**src/include/uart_link_cfg.svh**
```systemverilog
`ifndef UART_LINK_CFG_SVH
`define UART_LINK_CFG_SVH

// data bits per frame.
`define UART_WORD_WIDTH 8

// ticks per bit. keep it even and at least 4.
`define UART_OVERSAMPLING 16

// clk cycles per tick.
// one bit lasts 64 clocks with these values.
`define UART_BAUD_DIV 4

`endif

```
**src/logic/uart_link_pkg.sv**
```systemverilog
`default_nettype none

`include "uart_link_cfg.svh"

package uart_link_pkg;

   // one transmit request, taken on tx_start.
   typedef struct packed {
      logic [`UART_WORD_WIDTH-1:0] data;
      logic                        parity_en; // append odd parity.
   } tx_req_t;

   // one received frame.
   typedef struct packed {
      logic [`UART_WORD_WIDTH-1:0] data;
      logic                        parity_err; // ones count came out even.
      logic                        frame_err;  // stop bit sampled low.
   } rx_word_t;

endpackage

`default_nettype wire

```
**src/logic/uart_baud_tick.sv**
```systemverilog
`default_nettype none

`include "uart_link_cfg.svh"

module uart_baud_tick (
   input wire clk,
   input wire rst_n,
   output logic tick
);

   localparam int DIV = `UART_BAUD_DIV;
   localparam int CW = (DIV > 1) ? $clog2(DIV) : 1;

   logic [CW-1:0] cnt;

   // first tick comes DIV clocks after reset.
   always_ff @(posedge clk or negedge rst_n) begin
      if (!rst_n) begin
         cnt <= CW'(DIV - 1);
         tick <= 1'b0;
      end else if (cnt == '0) begin
         cnt <= CW'(DIV - 1); // reload.
         tick <= 1'b1;
      end else begin
         cnt <= cnt - CW'(1);
         tick <= 1'b0;
      end
   end

   a_tick_single: assert property (@(posedge clk) disable iff (!rst_n)
      (DIV > 1) && tick |=> !tick)
      else $error("tick held high for two cycles");

endmodule

`default_nettype wire

```
**src/logic/uart_tx_ser.sv**
```systemverilog
`default_nettype none

`include "uart_link_cfg.svh"

module uart_tx_ser (
   input wire clk,
   input wire rst_n,
   input wire tick,
   input wire tx_start,
   input wire uart_link_pkg::tx_req_t req,
   output logic txd,
   output logic tx_busy
);

   localparam int WW = `UART_WORD_WIDTH;
   localparam int OS = `UART_OVERSAMPLING;
   localparam int TW = $clog2(OS);
   localparam int BW = $clog2(WW + 1);

   typedef enum logic [1:0] {
      TX_IDLE,
      TX_START,
      TX_DATA,
      TX_STOP
   } tx_state_t;

   tx_state_t state, state_nxt;
   logic [WW:0] shreg, shreg_nxt; // parity bit above the data.
   logic [TW-1:0] tick_cnt, tick_cnt_nxt;
   logic [BW-1:0] bit_cnt, bit_cnt_nxt;
   logic par_en, par_en_nxt;
   logic bit_done;
   logic txd_nxt;

   assign bit_done = tick && (tick_cnt == '0);
   assign tx_busy = (state != TX_IDLE);

   always_ff @(posedge clk or negedge rst_n) begin
      if (!rst_n) begin
         state <= TX_IDLE;
         tick_cnt <= '0;
         bit_cnt <= '0;
         par_en <= 1'b0;
         txd <= 1'b1; // idle line.
      end else begin
         state <= state_nxt;
         tick_cnt <= tick_cnt_nxt;
         bit_cnt <= bit_cnt_nxt;
         par_en <= par_en_nxt;
         txd <= txd_nxt;
      end
   end

   always_ff @(posedge clk) begin
      shreg <= shreg_nxt;
   end

   always_comb begin
      state_nxt = state;
      shreg_nxt = shreg;
      tick_cnt_nxt = tick_cnt;
      bit_cnt_nxt = bit_cnt;
      par_en_nxt = par_en;

      if (tick && state != TX_IDLE) begin
         tick_cnt_nxt = tick_cnt - TW'(1);
      end

      case (state)
         TX_IDLE: begin
            if (tx_start) begin
               shreg_nxt = {~(^req.data), req.data}; // odd parity.
               par_en_nxt = req.parity_en;
               tick_cnt_nxt = TW'(OS - 1);
               state_nxt = TX_START;
            end
         end
         TX_START: begin
            if (bit_done) begin
               tick_cnt_nxt = TW'(OS - 1);
               bit_cnt_nxt = par_en ? BW'(WW) : BW'(WW - 1);
               state_nxt = TX_DATA;
            end
         end
         TX_DATA: begin
            if (bit_done) begin
               tick_cnt_nxt = TW'(OS - 1);
               shreg_nxt = shreg >> 1; // lsb first.
               if (bit_cnt == '0) begin
                  state_nxt = TX_STOP;
               end else begin
                  bit_cnt_nxt = bit_cnt - BW'(1);
               end
            end
         end
         TX_STOP: begin
            if (bit_done) begin
               state_nxt = TX_IDLE;
            end
         end
         default: state_nxt = TX_IDLE;
      endcase

      // line level follows the state being entered.
      case (state_nxt)
         TX_START: txd_nxt = 1'b0;
         TX_DATA: txd_nxt = shreg_nxt[0];
         default: txd_nxt = 1'b1;
      endcase
   end

   a_no_start_busy: assert property (@(posedge clk) disable iff (!rst_n)
      tx_busy |-> !tx_start)
      else $error("tx_start while transmitter busy");

   a_idle_high: assert property (@(posedge clk) disable iff (!rst_n)
      (state == TX_IDLE) |-> txd)
      else $error("txd low while transmitter idle");

endmodule

`default_nettype wire

```
**src/logic/uart_rx_des.sv**
```systemverilog
`default_nettype none

`include "uart_link_cfg.svh"

module uart_rx_des (
   input wire clk,
   input wire rst_n,
   input wire tick,
   input wire rxd,
   input wire parity_en,
   output logic rx_valid,
   output uart_link_pkg::rx_word_t rx_word
);

   import uart_link_pkg::*;

   localparam int WW = `UART_WORD_WIDTH;
   localparam int OS = `UART_OVERSAMPLING;
   localparam int TW = $clog2(OS);
   localparam int BW = $clog2(WW + 1);

   typedef enum logic [1:0] {
      RX_IDLE,
      RX_START,
      RX_DATA,
      RX_STOP
   } rx_state_t;

   rx_state_t state, state_nxt;
   logic rxd_meta, rxd_sync, rxd_prev;
   logic [WW:0] shreg, shreg_nxt;
   logic [TW-1:0] tick_cnt, tick_cnt_nxt;
   logic [BW-1:0] bit_cnt, bit_cnt_nxt;
   logic par_en, par_en_nxt;
   logic fall;
   logic sample_pt;
   logic [WW-1:0] data_rcv;
   rx_word_t result;

   assign fall = rxd_prev & ~rxd_sync;
   assign sample_pt = tick && (tick_cnt == '0);

   // without parity the word ends one place higher.
   assign data_rcv = par_en ? shreg[WW-1:0] : shreg[WW:1];

   always_comb begin
      result.data = data_rcv;
      result.parity_err = par_en & ~(^shreg);
      result.frame_err = ~rxd_sync;
   end

   always_ff @(posedge clk or negedge rst_n) begin
      if (!rst_n) begin
         rxd_meta <= 1'b1;
         rxd_sync <= 1'b1;
         rxd_prev <= 1'b1;
         state <= RX_IDLE;
         tick_cnt <= '0;
         bit_cnt <= '0;
         par_en <= 1'b0;
         rx_valid <= 1'b0;
         rx_word <= '0;
      end else begin
         rxd_meta <= rxd;
         rxd_sync <= rxd_meta;
         rxd_prev <= rxd_sync;
         state <= state_nxt;
         tick_cnt <= tick_cnt_nxt;
         bit_cnt <= bit_cnt_nxt;
         par_en <= par_en_nxt;
         rx_valid <= (state == RX_STOP) && sample_pt;
         if ((state == RX_STOP) && sample_pt) begin
            rx_word <= result; // held until the next frame.
         end
      end
   end

   always_ff @(posedge clk) begin
      shreg <= shreg_nxt;
   end

   always_comb begin
      state_nxt = state;
      shreg_nxt = shreg;
      tick_cnt_nxt = tick_cnt;
      bit_cnt_nxt = bit_cnt;
      par_en_nxt = par_en;

      if (tick && state != RX_IDLE) begin
         tick_cnt_nxt = tick_cnt - TW'(1);
      end

      case (state)
         RX_IDLE: begin
            if (fall) begin
               tick_cnt_nxt = TW'(OS / 2 - 1); // aim at mid start bit.
               par_en_nxt = parity_en;
               state_nxt = RX_START;
            end
         end
         RX_START: begin
            if (sample_pt) begin
               if (rxd_sync) begin
                  state_nxt = RX_IDLE; // line back high means a glitch.
               end else begin
                  tick_cnt_nxt = TW'(OS - 1);
                  bit_cnt_nxt = par_en ? BW'(WW) : BW'(WW - 1);
                  state_nxt = RX_DATA;
               end
            end
         end
         RX_DATA: begin
            if (sample_pt) begin
               tick_cnt_nxt = TW'(OS - 1);
               shreg_nxt = {rxd_sync, shreg[WW:1]}; // lsb arrives first.
               if (bit_cnt == '0) begin
                  state_nxt = RX_STOP;
               end else begin
                  bit_cnt_nxt = bit_cnt - BW'(1);
               end
            end
         end
         RX_STOP: begin
            // stop bit is checked in the register block.
            if (sample_pt) begin
               state_nxt = RX_IDLE;
            end
         end
         default: state_nxt = RX_IDLE;
      endcase
   end

   a_valid_pulse: assert property (@(posedge clk) disable iff (!rst_n)
      rx_valid |=> !rx_valid)
      else $error("rx_valid longer than one cycle");

endmodule

`default_nettype wire

```
**src/logic/uart_link_top.sv**
```systemverilog
`default_nettype none

`include "uart_link_cfg.svh"

module uart_link_top (
   input wire clk,
   input wire rst_n,
   input wire tx_start,
   input wire [`UART_WORD_WIDTH-1:0] tx_data,
   input wire parity_en,
   output logic tx_busy,
   output logic txd,
   input wire rxd,
   output logic rx_valid,
   output uart_link_pkg::rx_word_t rx_word
);

   import uart_link_pkg::*;

   logic tick;
   tx_req_t tx_req;

   // serializer takes the request on the tx_start edge.
   assign tx_req = '{data: tx_data, parity_en: parity_en};

   // one tick source shared by both directions.
   uart_baud_tick uart_baud_tick_inst (
      .clk (clk),
      .rst_n (rst_n),
      .tick (tick)
   );

   uart_tx_ser uart_tx_ser_inst (
      .clk (clk),
      .rst_n (rst_n),
      .tick (tick),
      .tx_start (tx_start),
      .req (tx_req),
      .txd (txd),
      .tx_busy (tx_busy)
   );

   uart_rx_des uart_rx_des_inst (
      .clk (clk),
      .rst_n (rst_n),
      .tick (tick),
      .rxd (rxd),
      .parity_en (parity_en), // same level as the transmit side.
      .rx_valid (rx_valid),
      .rx_word (rx_word)
   );

endmodule

`default_nettype wire

```
**config.mk**
```make
export PLATFORM = sky130hd
export DESIGN_NAME = uart_link_top
export DESIGN_NICKNAME = d
export VERILOG_FILES = /design/src/logic/uart_link_pkg.sv /design/src/logic/uart_baud_tick.sv /design/src/logic/uart_tx_ser.sv /design/src/logic/uart_rx_des.sv /design/src/logic/uart_link_top.sv
export VERILOG_INCLUDE_DIRS = /design/src /design/src/include
export SDC_FILE = /design/constraint.sdc
export NUM_CORES = 1
export LEC_CHECK = 0
export ABC_AREA = 1
export BUFFER_PORTS_ARGS = -buffer_cell sky130_fd_sc_hd__buf_2
export CAP_MARGIN = 0
export CORE_MARGIN = 5
export CORE_UTILIZATION = 50
export CTS_CLUSTER_SIZE = 40
export DETAILED_ROUTE_END_ITERATION = 8
export PLACE_DENSITY = 0.75
export SYNTH_ARGS = -nofsm -noshare
export SYNTH_HDL_FRONTEND = slang
export SYNTH_SLANG_ARGS = --single-unit
```
**constraint.sdc**
```tcl
create_clock -name clk -period 3.36 [get_ports clk]
set_input_delay 0.168 -clock clk [delete_from_list [all_inputs] [get_ports clk]]
set_output_delay 0.168 -clock clk [all_outputs]
set_load 0.1 [all_outputs]
```
==> metrics.txt <==
vias per std cell=4.82; Worst Setup Slack, final=1.47 ns; flop2flop setup slack=1.47 ns; wire per inst=11.6 µm; synth-to-layout area growth=11.5%; placed cell areas=3340 µm²; MaxCap Viol Count=0; post-DP HPWL=3910 µm; worst path cell trace=inv_1 > ha_1 > inv_2 > nor2_1; Ys Warns=0; adder-cell share of the synthesized area=5.96%; WL final=5480 µm; row count=29; largest net degree at the start of global routing=41; Slowest cell on crit path=nor2_1; synthesized area per cell=8.77 µm²; Ant. Diodes=0; Die ar.=7980 µm²; register area share after synthesis=48.9%; placed cell count=455; Die Span Y=89.3 µm; Core ar.=6240 µm²; CTS Buf Count=9; fraction of final layout cells sized beyond drive strength 1=17.9%; most common cell after layout, fill and taps aside=nand2_1; Setup TNS=0 ns; count of state elements after synthesis=58; Highest Clock Rate=530 MHz; initial antenna violation count=0; most frequent cells in the layout=nand2_1, inv_1, dfrtp_1; static leakage=1.79 nW; largest family of logic cells by synthesized area=simple AND/OR/NAND/NOR gates; CTS tree=yes; slew at the pin closest to its max-slew limit=0.900 ns; WP buf/inv=2; via count=2,279; Layout Skew=0.00921 ns; Pre-Repair DR Iteration Count=4; gr usage total=15.3%; DR iter-0 viols=74; Post-Syn Area=3150 µm²; Sink Count=58; pre-CTS setup slack=1.44 ns; Final period util=56.2%; Chip Width=89.3 µm; CP max FO=9; Clock Pin Slew Worst Setup and Hold Paths=0.06 ns; VDD IR max=0.549 mV; Starting Density=50.4%; mux cell area share after synthesis=0%; run status=complete, no violations; Yosys cell types=36; pins over their slew limit=0; Pwr Density=769 nW/µm²; H-tree depth=3; IO Count=26; Final #Nets=419; WS Path Type=register to register; clock latency on the worst-skew pair=0.33 ns; Port Buf Inserts=25; CP peak stage delay=0.53 ns; Non-Filler Instances=473; vias in the first global route=2,106; complex-gate fraction of the synthesized area=11.8%; Worst setup EP type=register; Post-CTS Setup Bufs=0; root buffer cell=clkbuf_8; clk buf depth=2; Post-Synth XOR/XNOR Area=3.62%; Cells after Synth=359; Hold Crit Class=input pin to register; Fin. Hold Viols=0; Synth Area in Simple Gates=22.0%; fin area=3510 µm²; # DRC=0; max_slew headroom=40.0%; first-pass GRT wire length=9340 µm; setup violators final=0; Routability Congestion=0.809; Worst EP arrival=1.85 ns; gr ovfl total=0; Critical Path Source Type=register; Period minus WS final=1.89 ns; syn_nets=387; WP data required=3.32 ns; delay-heaviest family, CP=simple AND/OR/NAND/NOR gates; Routed Antenna Nets=0; RSZ-0062 raised after global routing=no
-- logic make-up after synthesis --
family,after synthesis
and+or+nand+nor,151
buffers and inverters,62
AOI/OAI and AO/OA,60
DFF,58
adders and majority gates,15
xor gates and xnor gates,13
-- power breakdown --
part / internal, W / switching [W] / leakage, nW / total [W]
Combinational: 0.000317 / 0.000891 / 1.07 / 0.00121
Clock: 0.000262 / 0.000265 / 0.0816 / 0.000526
Sequential: 0.000867 / 0.0000957 / 0.634 / 0.000963
Total: 0.00145 / 0.00125 / 1.79 / 0.00270
-- final cells by class --
class / count / area (µm²)
Clock buffer: 12 / 135
Clock inverter: 4 / 18.8
Fill cell: 559 / 2730
Inverter: 56 / 210
Multi-Input combinational cell: 239 / 1370
Sequential cell: 58 / 1540
Tap cell: 77 / 96.3
Timing Repair Buffer: 27 / 145
-- path summary, 6_finish.rpt --
path	from	to	cells after the start
setup / recovery	uart_rx_des_inst.state[0]	uart_rx_des_inst.shreg[5]	4
hold / removal	tx_data[0]	uart_tx_ser_inst.shreg[0]	3
setup reg to reg	uart_rx_des_inst.state[0]	uart_rx_des_inst.shreg[5]	4
hold reg to reg	uart_rx_des_inst.rxd_meta	uart_rx_des_inst.rxd_sync	0
max in group asynchronous	rst_n	uart_rx_des_inst.rx_word[9]	2
min in group asynchronous	rst_n	uart_tx_ser_inst.bit_cnt[1]	2
-- through the flow --
step / hold slack [ns] / total power [W] / utilization, %
5_1_grt: 0.0811 / 0.00289 / 56.2
3_5_place_dp: 0.274 / 0.00218 / 53.4
3_3_place_gp: 0.273 / 0.00216 / 53.4
6_report: 0.0873 / 0.00270 / 56.2
2_1_floorplan: -0.128 / 0.00197 / -
4_1_cts: 0.0757 / 0.00272 / 56.2
-- routing by layer --
metal / track usage [%] / share of wire [%]
met2: 23.1 / 45
met3: 3.96 / 3.1
met4: 7.85 / 1.4
met1: 20.1 / 51
met5: 0 / 0
-- sequential cells by signal, summed over array words and instances (netlist names), named ones only --
signal and cells:
uart_tx_ser_inst.par_en 1, uart_rx_des_inst.shreg 9, uart_rx_des_inst.rxd_meta 1, uart_rx_des_inst.rx_valid 1, uart_rx_des_inst.rxd_prev 1, uart_rx_des_inst.rx_word 10
uart_rx_des_inst.par_en 1, uart_rx_des_inst.rxd_sync 1, uart_rx_des_inst.state 1, uart_baud_tick_inst.tick 1, uart_tx_ser_inst.tick_cnt 4, uart_tx_ser_inst.state 2
uart_rx_des_inst.bit_cnt 4, uart_tx_ser_inst.shreg 9, uart_tx_ser_inst.txd 1, uart_tx_ser_inst.bit_cnt 4, uart_baud_tick_inst.cnt 2, uart_rx_des_inst.tick_cnt 4
-- synthesized netlist by cell type (all sizes together) --
cell,count,area share [%]
nand4,4,1.3
dfstp,6,5.0
o31ai,1,0.24
and2,1,0.20
nand2,98,12
xnor2,6,1.7
nor3,2,0.32
o21bai,2,0.48
o21ai,38,6.6
nor2,31,5.0
a21oi,9,1.8
or2,2,0.40
dfrtp,34,27
xor2,7,1.9
nand3,12,2.4
clkbuf,2,0.24
a22oi,3,0.72
inv,56,6.7
nor4,1,0.20
ha,15,6.0
buf,4,0.83
dfxtp,1,0.64
edfxtp,17,16
a22o,7,1.9
-- worst reg2reg max path: stages, from the launching register on --
cell and delay, ns:
dfrtp_1 0.40, inv_1 0.13, ha_1 0.35, inv_2 0.10, nor2_1 0.53
-- repair_timing --
| item | CTS | global route |
|---|---|---|
| endpoints found under the hold margin | 35 | 0 |
| resized for setup | 0 | 0 |
| hold buffers | 2 | 0 |
No activity file was read; power rests on OpenSTA's default activity.
